`config.mk`:
```
export PLATFORM = sky130hd
export DESIGN_NAME = tag_store
export DESIGN_NICKNAME = d
export VERILOG_FILES = /design/src/design/cache_pkg.sv /design/src/design/tag_store.sv
export SDC_FILE = /design/constraint.sdc
export NUM_CORES = 1
export LEC_CHECK = 0
export ABC_AREA = 1
export ABC_CLOCK_PERIOD_IN_PS = 18600
export BUFFER_PORTS_ARGS = -buffer_cell sky130_fd_sc_hd__buf_2
export CAP_MARGIN = 20
export CORE_MARGIN = 2
export CORE_UTILIZATION = 39
export DETAILED_ROUTE_END_ITERATION = 8
export GPL_ROUTABILITY_DRIVEN = 0
export PLACE_DENSITY = 0.65
export SLEW_MARGIN = 10
export SYNTH_ARGS = -nofsm -noshare
export SYNTH_HDL_FRONTEND = slang
export SYNTH_SLANG_ARGS = --single-unit
```
`constraint.sdc`:
```
create_clock -name clk -period 18.6 [get_ports clk]
set_input_delay 3.72 -clock clk [delete_from_list [all_inputs] [get_ports clk]]
set_output_delay 3.72 -clock clk [all_outputs]
set_load 0.005 [all_outputs]
```
`src/design/cache_pkg.sv`:
```
// Data cache package with geometry, address layout, store types and port structs.
package cache_pkg;

    // --------------------
    // Geometry.
    localparam int ADDR_W       = 64;
    localparam int DATA_W       = 64;
    localparam int BLOCK_W      = 512;
    localparam int WORD_W       = 32;
    localparam int HALF_W       = 16;
    localparam int BYTE_W       = 8;
    localparam int MEM_ADDR_W   = 32;

    localparam int N_DWORDS     = BLOCK_W / DATA_W;
    localparam int N_WORDS      = BLOCK_W / WORD_W;
    localparam int N_HALVES     = BLOCK_W / HALF_W;
    localparam int N_BYTES      = BLOCK_W / BYTE_W;

    localparam int N_SETS       = 2;
    localparam int INDEX_W      = $clog2(N_SETS);
    localparam int N_WAYS       = 2;
    localparam int WAY_W        = $clog2(N_WAYS);

    localparam int BYTE_OFS_W   = $clog2(WORD_W / BYTE_W);
    localparam int WORD_OFS_W   = $clog2(N_WORDS);
    localparam int BLOCK_OFS_W  = WORD_OFS_W + BYTE_OFS_W;
    localparam int TAG_W        = ADDR_W - INDEX_W - BLOCK_OFS_W;

    // Tag bits that still fit in a memory-side address.
    localparam int VICTIM_TAG_W = MEM_ADDR_W - INDEX_W - BLOCK_OFS_W;

    // --------------------
    // Types.
    typedef enum logic [1:0] {
        ST_BYTE   = 2'b00,
        ST_HALF   = 2'b01,
        ST_WORD   = 2'b10,
        ST_DOUBLE = 2'b11
    } store_type_e;

    typedef struct packed {
        logic [TAG_W-1:0]      tag;
        logic [INDEX_W-1:0]    index;
        logic [WORD_OFS_W-1:0] word_ofs;
        logic [BYTE_OFS_W-1:0] byte_ofs;
    } cache_addr_s;

    // One block, seen at each store granularity.
    typedef union packed {
        logic [N_DWORDS-1:0][DATA_W-1:0] dwords;
        logic [N_WORDS-1:0][WORD_W-1:0]  words;
        logic [N_HALVES-1:0][HALF_W-1:0] halves;
        logic [N_BYTES-1:0][BYTE_W-1:0]  bytes;
    } cache_block_u;

    typedef struct packed {
        cache_addr_s       addr;
        logic [DATA_W-1:0] wdata;
        store_type_e       stype;
    } cache_req_s;

    typedef struct packed {
        logic                  hit;
        logic                  misaligned;
        logic [DATA_W-1:0]     rdata;
        logic                  victim_dirty;
        logic [MEM_ADDR_W-1:0] victim_addr;
    } cache_rsp_s;

    typedef struct packed {
        logic [TAG_W-1:0] tag;
        logic             valid;
        logic             dirty;
    } line_entry_s;

endpackage

```
`src/design/tag_store.sv`:
```
// Tag store holding tag, valid and dirty per line, with hit compare and victim address.
module tag_store (
    input  logic                                clk,
    input  logic                                arst,
    input  logic [cache_pkg::INDEX_W-1:0]       i_index,
    input  logic [cache_pkg::TAG_W-1:0]         i_tag,
    input  logic                                i_store,
    input  logic                                i_refill,
    input  logic [cache_pkg::WAY_W-1:0]         i_sel_way,
    input  logic [cache_pkg::WAY_W-1:0]         i_victim_way,
    output logic [cache_pkg::N_WAYS-1:0]        o_hit_way,
    output logic                                o_victim_dirty,
    output logic [cache_pkg::MEM_ADDR_W-1:0]    o_victim_addr
);

    cache_pkg::line_entry_s lines [cache_pkg::N_SETS][cache_pkg::N_WAYS];
    cache_pkg::line_entry_s victim;

    // --------------------
    // Hit compare.
    always_comb begin
        for (int w = 0; w < cache_pkg::N_WAYS; w++) begin
            o_hit_way[w] = lines[i_index][w].valid && (lines[i_index][w].tag == i_tag);
        end
    end

    // --------------------
    // Victim view.
    assign victim         = lines[i_index][i_victim_way];
    assign o_victim_dirty = victim.dirty;

    // Block-aligned address of the line that would be evicted.
    assign o_victim_addr = {
        victim.tag[cache_pkg::VICTIM_TAG_W-1:0],
        i_index,
        {cache_pkg::BLOCK_OFS_W{1'b0}}
    };

    // --------------------
    // Line state update.
    always_ff @(posedge clk, posedge arst) begin
        if (arst) begin
            for (int s = 0; s < cache_pkg::N_SETS; s++) begin
                for (int w = 0; w < cache_pkg::N_WAYS; w++) begin
                    lines[s][w] <= '0;
                end
            end
        end
        else if (i_store) begin
            lines[i_index][i_sel_way].dirty <= 1'b1;
        end
        else if (i_refill) begin
            // Fresh line from memory is clean.
            lines[i_index][i_victim_way].tag   <= i_tag;
            lines[i_index][i_victim_way].valid <= 1'b1;
            lines[i_index][i_victim_way].dirty <= 1'b0;
        end
    end

endmodule

```
==> impl_metrics.ini <==
[worst_setup_path]
critical_path_required_ps = 14880
cp-end-kind = output port
r2r_end = lines[1]
crit_path_top_delay_cell = buf_4
ff2ff_path_depth = 1
path_cells = buf_4 -> inv_4 -> buf_4 -> nand2_1 -> nand2_1 -> nand2_1 -> nand2_1 -> nand2_1 -> nor2_1 -> nand2_1 -> nor2_1 -> nand2_1 -> nor2_1 -> buf_2
worst-path-max-fanout = 72
cp_slowest_stage_delay_ps = 770
critPathLaunch = i_index
critical_path_class = primary input to output port
arrival_ps = 6550
crit_path_start_kind = primary input
rrSetupSlack_ps = 17820
r2r-start = lines[1]
crit_top_cell = nand2_1

[synthesis]
synthCells = 1744
synth_fa_ha_area_frac = 0
ys_ff_latch = 236
ys_seq_area_frac = 0.478
synth.distinct_cells = 27
synth_xor_area_frac = 0.00426
ys_warn_count = 0
synthFlopType = dfrtp_1
synthArstFlopShare = 1.00
synth_area_um2 = 12300
muxShareOfSynthArea = 0
syn_avg_cell_area_um2 = 7.08
synth_compound_area_frac = 0.118
synth_simple_gate_area_share = 0.317
synth_edf_count = 0
synth_top_family_by_area = simple AND/OR/NAND/NOR gates

[grt]
gr-total-overflow = 0
grt_pass1_vias = 10400
grt_usage = 0.224
antenna_found_initial = 0
grt_pass1_wl_um = 58200
grt_max_degree = 102

[clocking]
cts_tree = done
h-tree-depth = 1
clk_latency_ps = 530
cts_hold_buf = 0
cts-root-buf = clkbuf_16
cts.path.max_buffers = 3
cts_buffers = 26
path_clk_slew_ps = 60
clock_sinks = 236
cts_resized = 0
post_cts_buffers = 0

[die]
fp-row-count = 65
coreArea_um2 = 31400
initial_core_util = 0.393
die_area_um2 = 33100
fp.dieW_um = 182
io_pins = 99
die-height_um = 182

[sta]
post-route-min-period_ps = 10270
slew_viol_final = 0
worst_pin_slew_ps = 1060
clock_skew_ps = 0
worst_slack_ps = 8330
tns_ps = 0
hold_ws_ps = 447
max_slew_margin = 0.294
min_period_over_period = 0.552
rsz0062_at_grt = no
fmax_mhz = 97.4
setup_viol = 0
hold_viol = 0

[power]
power.density_nw_per_um2 = 108
p_leak_nw = 7.45
vdd_drop_max_v = 0.0000691

[place]
dpl_worst_slack_ps = 8460
dp_cells = 2167
io_buffers = 92
hpwl_um = 25300

[finish]
antennaDiodeCount = 0
largestRegisters = lines x236
regMostFlops = lines
final_util = 0.440
drive_gt1_frac = 0.0866
final_nets = 1858
largest_reg_flops = 236
fillCellCount = 3220
area_growth_pct = 11.9
final_cells = 2215

[drt]
drc_errors = 0
via_count = 11400
drt_wl_total_um = 37400
vias_per_cell = 5.15
antenna_left = 0
wl_per_cell_um = 16.9
first_iter_violations = 901
firstDrtPassIters = 6

[status]
status = finished, final reports clean

[worst_hold_path]
whs_path_depth = 2
holdPathEnd = lines[178]
hp-class = register to register
worstHoldStart = lines[178]

[job]
drv_cap = 0
## logic make-up (layout without fill, tap and decap cells)
logic type	Yosys count	after routing
simple gates	999	999
compound gates	280	280
flops	236	236
buf+inv	222	286
xor+xnor	6	6
other cells	1	6
## through the flow
stage          power [mW]  instance area, um2
2_1_floorplan       0.875               12400
3_3_place_gp        0.962               12900
3_5_place_dp        0.973               12900
4_1_cts              1.49               13800
5_1_grt              1.57               13800
6_report             1.49               13800
## power by group
group / total [mW] / switching [mW] / internal, mW
Sequential: 0.658 / 0.0492 / 0.609
Combinational: 0.311 / 0.203 / 0.108
Clock: 0.518 / 0.212 / 0.306
Total: 1.49 / 0.464 / 1.02
## metal layers
metal / share of wire / vias to the layer above / track usage
met4: 0.031 / 0 / 0.0719
met5: 0 / - / 0
met2: 0.45 / 411 / 0.352
met3: 0.072 / 58 / 0.0373
li1: - / 5591 / -
met1: 0.45 / 5337 / 0.317
## cell usage in the layout, fill, tap and decap left out, types with 2 or more instances in the layout
cell type,count
buf_2,91
buf_4,12
inv_1,130
nand3_1,110
dfrtp_1,236
o211ai_1,3
nand2_4,2
clkbuf_1,7
nor2_1,76
nand4_1,6
clkbuf_8,7
o21ai_0,178
a32o_1,2
clkbuf_16,27
a31oi_1,21
conb_1,6
clkinv_2,6
o21ai_1,72
inv_2,2
xor2_1,6
o21ai_2,2
nand2_1,801
## Yosys cell counts, types with 3 or more instances
| cell type | n | area (um2) |
|---|---|---|
| clkbuf_1 | 32 | 120 |
| buf_6 | 12 | 135 |
| nand2_1 | 803 | 3010 |
| nand3_1 | 110 | 551 |
| inv_1 | 131 | 492 |
| xor2_1 | 6 | 52.6 |
| o211ai_1 | 3 | 22.5 |
| o21ai_1 | 72 | 360 |
| buf_2 | 30 | 150 |
| nand4_1 | 6 | 37.5 |
| o21ai_0 | 178 | 891 |
| buf_4 | 12 | 90.1 |
| inv_2 | 3 | 11.3 |
| nor2_1 | 76 | 285 |
| a31oi_1 | 21 | 131 |
| dfrtp_1 | 236 | 5910 |
## final cells by class
cell class                      count  area (um2)  share of cell area
Clock inverter                      6        55.1             0.00398
Inverter                          135         518              0.0375
Timing Repair Buffer              104         573              0.0415
Tap cell                          402         503              0.0364
Clock buffer                       41         798              0.0578
Sequential cell                   236        5910               0.427
Multi-Input combinational cell   1291        5470               0.396
## critical path, delay by kind of cell
| kind | cells | cell delay [ps] |
|---|---|---|
| and+or+nand+nor | 10 | 1340 |
| buffers and inverters | 4 | 1440 |
## how the worst max path moves through the flow
stage	cells after the start	slack, ps	endpoint
2_1_floorplan	1	8410	lines[0]
3_5_place_dp	14	8460	o_hit_way[1]
4_1_cts	14	8450	o_hit_way[1]
6_report	14	8330	o_hit_way[1]
3_3_place_gp	14	8500	o_hit_way[1]
5_1_grt	14	8190	o_hit_way[1]
(Power assumes the default switching activity.)
