### config.mk
export PLATFORM = sky130hd
export DESIGN_NAME = lru_tracker
export DESIGN_NICKNAME = d
export VERILOG_FILES = /design/src/design/cache_pkg.sv /design/src/design/lru_tracker.sv
export SDC_FILE = /design/constraint.sdc
export NUM_CORES = 1
export LEC_CHECK = 0
export ABC_AREA = 1
export BUFFER_PORTS_ARGS = -buffer_cell sky130_fd_sc_hd__buf_4
export CAP_MARGIN = 20
export CORE_AREA = 2 2 39 41
export DETAILED_ROUTE_END_ITERATION = 10
export DIE_AREA = 0 0 41 43
export PLACE_DENSITY_LB_ADDON = 0.05
export SETUP_SLACK_MARGIN = 0.4
export SYNTH_ARGS = -nofsm -noshare
export SYNTH_HDL_FRONTEND = slang
export SYNTH_SLANG_ARGS = --single-unit
### constraint.sdc
create_clock -name clk -period 1.4 [get_ports clk]
set_clock_uncertainty 0.1 [all_clocks]
set_input_delay 0.21 -clock clk [delete_from_list [all_inputs] [get_ports clk]]
set_output_delay 0.21 -clock clk [all_outputs]
set_load 0.01 [all_outputs]
### src/design/cache_pkg.sv
// Data cache package with geometry, address layout, store types and port structs.
package cache_pkg;

    // --------------------
    // Geometry.
    localparam int ADDR_W       = 64;
    localparam int DATA_W       = 64;
    localparam int BLOCK_W      = 512;
    localparam int WORD_W       = 32;
    localparam int HALF_W       = 16;
    localparam int BYTE_W       = 8;
    localparam int MEM_ADDR_W   = 32;

    localparam int N_DWORDS     = BLOCK_W / DATA_W;
    localparam int N_WORDS      = BLOCK_W / WORD_W;
    localparam int N_HALVES     = BLOCK_W / HALF_W;
    localparam int N_BYTES      = BLOCK_W / BYTE_W;

    localparam int N_SETS       = 2;
    localparam int INDEX_W      = $clog2(N_SETS);
    localparam int N_WAYS       = 2;
    localparam int WAY_W        = $clog2(N_WAYS);

    localparam int BYTE_OFS_W   = $clog2(WORD_W / BYTE_W);
    localparam int WORD_OFS_W   = $clog2(N_WORDS);
    localparam int BLOCK_OFS_W  = WORD_OFS_W + BYTE_OFS_W;
    localparam int TAG_W        = ADDR_W - INDEX_W - BLOCK_OFS_W;

    // Tag bits that still fit in a memory-side address.
    localparam int VICTIM_TAG_W = MEM_ADDR_W - INDEX_W - BLOCK_OFS_W;

    // --------------------
    // Types.
    typedef enum logic [1:0] {
        ST_BYTE   = 2'b00,
        ST_HALF   = 2'b01,
        ST_WORD   = 2'b10,
        ST_DOUBLE = 2'b11
    } store_type_e;

    typedef struct packed {
        logic [TAG_W-1:0]      tag;
        logic [INDEX_W-1:0]    index;
        logic [WORD_OFS_W-1:0] word_ofs;
        logic [BYTE_OFS_W-1:0] byte_ofs;
    } cache_addr_s;

    // One block, seen at each store granularity.
    typedef union packed {
        logic [N_DWORDS-1:0][DATA_W-1:0] dwords;
        logic [N_WORDS-1:0][WORD_W-1:0]  words;
        logic [N_HALVES-1:0][HALF_W-1:0] halves;
        logic [N_BYTES-1:0][BYTE_W-1:0]  bytes;
    } cache_block_u;

    typedef struct packed {
        cache_addr_s       addr;
        logic [DATA_W-1:0] wdata;
        store_type_e       stype;
    } cache_req_s;

    typedef struct packed {
        logic                  hit;
        logic                  misaligned;
        logic [DATA_W-1:0]     rdata;
        logic                  victim_dirty;
        logic [MEM_ADDR_W-1:0] victim_addr;
    } cache_rsp_s;

    typedef struct packed {
        logic [TAG_W-1:0] tag;
        logic             valid;
        logic             dirty;
    } line_entry_s;

endpackage

### src/design/lru_tracker.sv
// LRU tracker keeping one victim-way bit per set, updated on a touch.
module lru_tracker (
    input  logic                           clk,
    input  logic                           arst,
    input  logic [cache_pkg::INDEX_W-1:0]  i_index,
    input  logic                           i_touch,
    input  logic [cache_pkg::WAY_W-1:0]    i_sel_way,
    output logic [cache_pkg::WAY_W-1:0]    o_victim_way
);

    // Least recently used way of each set.
    logic [cache_pkg::WAY_W-1:0] lru_q [cache_pkg::N_SETS];

    assign o_victim_way = lru_q[i_index];

    // --------------------
    // Update on touch.
    always_ff @(posedge clk, posedge arst) begin
        if (arst) begin
            for (int s = 0; s < cache_pkg::N_SETS; s++) begin
                lru_q[s] <= '0;
            end
        end
        else if (i_touch) begin
            // The other way becomes the victim.
            lru_q[i_index] <= ~i_sel_way;
        end
    end

endmodule

==> flow_summary.ini, run 1 <==
[worst_setup_path]
crit_path_max_incr_delay_ps = 360
cp.required_ps = 1090
cp.depth = 3
reg2regPathDepth = 3
path_buf_inv = 1
reg2reg_slack_ps = 590
end_kind = output pin
cp.arrival_ps = 830
r2r-end = lru_q[0]
worstReg2RegStart = lru_q[0]
path_cells = nand2_1 > nand2_1 > buf_6
crit_top_cell = nand2_1
cp_top_family = flip-flops
worstSetupStartpointType = register
critPathMaxFanout = 2
criticalPathCategory = register to output pin
critPathSlowestCell = dfrtp_1

[placed_design]
routabilityCongestion = 0.558
pre_cts_ws_ps = 478
hpwlAfterDp_um = 225
portBuffers = 5

[cells_and_area]
regArea_sq_um = 50.0
utilization = 0.149
final_common_cell = nand2_1
drive_above_1_share = 0.385
final_cell_mix = 9 x nand2_1, 5 x buf_4, 3 x clkbuf_4
largest_reg_flops = 2
top_regs = lru_q: 2 flops
syn2layout_area_growth_pct = 96.4
fin_nets = 33
diodes = 0
multi_input_area_sq_um = 43.8
nFillCells = 168
top_register = lru_q

[clocking]
root_buffer = clkbuf_4
clockBufferDepth = 2
path_clk_slew_ps = 30
cts_sinks = 2
insertion_delay_ps = 220
cts_max_level = 1
cts_made_buffers = 3
tritoncts = done

[die]
die_area_sq_um = 1760
die_y_um = 43
start_util = 0.0759
dieWidth_um = 41
rows = 14
core-area_sq_um = 1380
ioPinCount = 6

[synth]
syn_area_sq_um = 105
ys_ff_latch = 2
ys_types = 5
synth_warnings = 0
synth_cells = 16
syn_nets = 21
seq_area_frac_synth = 0.476
synth.avg_cell_area_sq_um = 6.57

[grt]
grt_overflow = 0
grt_usage = 0.0431
antenna_found_initial = 0
grt_max_degree = 5
grt_pass1_vias = 138
grt_pass1_wl_um = 434

[worst_hold_path]
min-delay-start = i_index
hold_depth = 3
min_to = lru_q[0]
worstHoldPathType = primary input to register

[run]
cap_violations = 0

[timing]
rsz0062_at_grt = yes
fin_crit_sh = 0.815
drv_slew = 0
fin_setup_tns_ps = 0
slew-limit-headroom = 0.947
fin_ws_ps = 259
fin_crit_ps = 1140
fmax_ghz = 0.877
setup_violations = 0
tightest_slew_ps = 79.3
finalHoldViolCount = 0

[route]
ant_nets = 0
drt_iter0_drc = 0
vias_per_cell = 2.98
remaining_drc_errors = 0
vias = 125
first_pass_iters = 1
wl_per_cell_um = 6.50
totalWireLength_um = 273

[pwr]
p_leak_nw = 0.118
peakVddDrop_v = 0.000293
power_density_nw_per_um2 = 1150

[run_status]
status = completed
Yosys cell counts (all sizes together):
cell | instances | area [sq um]
nand2 | 9 | 33.8
dfrtp | 2 | 50.1
inv | 3 | 11.3
nand3 | 2 | 10.0
metrics by stage:
step / total power [mW] / instances / area (sq um) / hold WS (ps)
2_1_floorplan: 0.0850 / 16 / 105 / -149
3_3_place_gp: 0.106 / 37 / 163 / -21.4
3_5_place_dp: 0.106 / 37 / 163 / -24.0
4_1_cts: 0.249 / 42 / 206 / 155
5_1_grt: 0.257 / 42 / 206 / 165
6_report: 0.238 / 42 / 206 / 154
where the power goes:
| part | switching [mW] | internal (mW) |
|---|---|---|
| combinational | 0.0183 | 0.0263 |
| sequential | 0.00347 | 0.0655 |
| clock | 0.0301 | 0.0943 |
metal layers:
| layer | global-route usage | wire (um) |
|---|---|---|
| met1 | 0.0353 | 104 |
| met3 | 0.0209 | 52 |
| met5 | 0 | 0 |
| met2 | 0.0500 | 116 |
| met4 | 0.0800 | 0 |
worst max-delay path by stage:
stage                   from           end  slack (ps)
floorplan           lru_q[1]  o_victim_way         600
global placement     i_index  o_victim_way         480
detailed placement   i_index  o_victim_way         480
CTS                 lru_q[0]  o_victim_way         250
global route        lru_q[1]  o_victim_way         220
finish              lru_q[0]  o_victim_way         260
layout make-up:
type,instances,area share
timing repair buffer,7,0.285
sequential,2,0.242
multi-input combinational,11,0.212
clock buffer,3,0.109
tap,16,0.0970
inverter,3,0.0545
kinds of logic after synthesis:
group,share of synthesized area
buffers and inverters,0.107
DFF,0.476
and+or+nand+nor,0.417
what timing repair did:
action / in CTS / in global routing
buffers inserted: 1 / 0
resized for setup: 1 / 0
pin swaps: 3 / 1
endpoints found under the setup margin: 1 / 1
endpoints found under the hold margin: 2 / 0
hold buffers: 1 / 0
worst register-to-register path, cell delays in order (launching register included):
cell     delay (ps)
dfrtp_1         360
buf_4           130
nand2_1          50
nand2_1          50
(Power assumes the default switching activity.)
==> run 2, diff against run 1 <==
Settings changed: ABC_AREA 1 to 0.
Clock period 1.4 ns to 1.19 ns, I/O delays scaled along.
==> run 2 against run 1 <==
Net effect:
- non-clock buffer count unchanged
- largest cell class unchanged
- utilization shrank 0.63 points
- sequential cell count stayed put
- global-route usage grew 0.11 points
- cell area down 4.2%
- largest power group unchanged
==> flow_summary.ini, run 2 <==
[cells_and_area]
largest_reg_flops = 2
final_common_cell = buf_4
top_register = lru_q
final_cell_mix = 6 x buf_4, 3 x clkbuf_4, 2 x inv_1, 2 x dfrtp_1
drive_above_1_share = 0.550
fin_nets = 27
syn2layout_area_growth_pct = 105
top_regs = lru_q: 2 flops
diodes = 0

[synth]
syn_nets = 15
synth_warnings = 0
synth_top_cell_by_area = dfrtp_1
muxShareOfSynthArea = 0.104
synth-simple-area-share = 0.130
seq_area_frac_synth = 0.519
yosysTopAreaCellShare = 0.519
synth_top_family_by_area = compound AO/OA/AOI/OAI gates
async_flop_share = 1.00
synth-xor-area-share = 0
ys_types = 8
ys.flop_type = dfrtp_1
ys_ff_latch = 2
synth_area_leaders = dfrtp_1 52%, mux2i_1 10%, nor2b_2 9.1%
synth.avg_cell_area_sq_um = 9.63
synth_compound_area_frac = 0.169
synth_adder_area_share = 0
synthTopCellsByCount = 2 x dfrtp_1, 2 x inv_1
synth_cells = 10
synth-edff-count = 0
syn_area_sq_um = 96.3

[timing]
fin_ws_ps = 68.1
fin_setup_tns_ps = 0
fin_crit_sh = 0.943
tightest_slew_ps = 115
fin_crit_ps = 1120
rsz0062_at_grt = yes
fmax_ghz = 0.891
finalHoldViolCount = 0
setup_violations = 0
drv_slew = 0
slew-limit-headroom = 0.921

[route]
remaining_drc_errors = 0
ant_nets = 0
totalWireLength_um = 248
wl_per_cell_um = 6.89
drt_iter0_drc = 0
vias_per_cell = 2.86
vias = 103
first_pass_iters = 1

[worst_setup_path]
crit_start = lru_q[0]
criticalPathCategory = register to output pin
worstReg2RegStart = lru_q[0]
reg2regPathDepth = 3
end_kind = output pin
cp.arrival_ps = 840
worstSetupStartpointType = register
critPathMaxFanout = 2
cp.required_ps = 910

[clocking]
root_buffer = clkbuf_4
post_cts_resized = 0
cts_max_level = 1
cts_sinks = 2
path_clk_slew_ps = 30
tritoncts = done
clockBufferDepth = 2
insertion_delay_ps = 220
cts_made_buffers = 3

[die]
ioPinCount = 6
core-area_sq_um = 1380
dieWidth_um = 41
die_area_sq_um = 1760
start_util = 0.0696
rows = 14
die_y_um = 43

[grt]
grt_pass1_vias = 107
grt_overflow = 0
antenna_found_initial = 0
grt_pass1_wl_um = 407
grt_max_degree = 6
grt_usage = 0.0442

[placed_design]
portBuffers = 5
routabilityCongestion = 0.547
pre_cts_ws_ps = 295

[worst_hold_path]
hold_depth = 2
min-delay-start = i_sel_way
worstHoldPathType = primary input to register

[pwr]
p_leak_nw = 0.0952
power_density_nw_per_um2 = 1430
peakVddDrop_v = 0.000311

[run]
cap_violations = 0

[run_status]
status = completed
## run 2: repair_timing
item | CTS | global route
endpoints found under the setup margin | 1 | 2
buffers inserted | 0 | 1
hold endpoints to repair | 2 | 0
hold buffers | 1 | 0
## run 2: kinds of logic (layout without fill, tap and decap cells)
group                  count (synthesis)  after routing
AOI/OAI and AO/OA                      3              3
DFF                                    2              2
and+or+nand+nor                        2              2
buffers and inverters                  2             12
muxes                                  1              1
## run 2: power breakdown
part           switching [mW]  leakage (nW)  internal (mW)
logic                  0.0216        0.0588         0.0314
registers             0.00344        0.0226         0.0779
clock network          0.0374        0.0138          0.111
total                  0.0624        0.0952          0.220
## run 2: worst max-delay path, cell delays in order (launching register included)
cell and delay (ps):
dfrtp_1 370, nand2_1 70, o21ai_2 50, buf_4 130
## run 2: metrics by stage
stage	total power, mW	instances	cell area (sq um)	util	hold WS (ps)
after floorplan	0.103	10	100	-	-180
after global placement	0.129	31	158	0.114	-52.6
after detailed placement	0.127	31	158	0.114	-51.9
after CTS	0.290	35	190	0.137	43.1
after global routing	0.306	36	198	0.143	60.2
final	0.283	36	198	0.143	47.7
## run 2: final cells by class
class | count | area, sq um
inverters | 2 | 7.51
flip-flops and latches | 2 | 50.0
multi-input cells | 6 | 42.5
fillers | 161 | 1190
repair buffers | 7 | 55.1
well taps | 16 | 20.0
clock buffers | 3 | 22.5
## run 2: final timing paths
kind / to / slack (ps)
max: o_victim_way / 70
max in group asynchronous: lru_q[1] / 600
min: lru_q[1] / 50
min in group asynchronous: lru_q[0] / 270
min reg2reg: lru_q[1] / 430
max reg2reg: lru_q[0] / 300
## run 2: layer usage
layer | share of wire | up-vias | global-route usage
li1 | - | 53 | -
met2 | 0.43 | 6 | 0.0406
met4 | 0 | 0 | 0.0800
met1 | 0.40 | 44 | 0.0419
met3 | 0.17 | 0 | 0.0314
met5 | 0 | - | 0
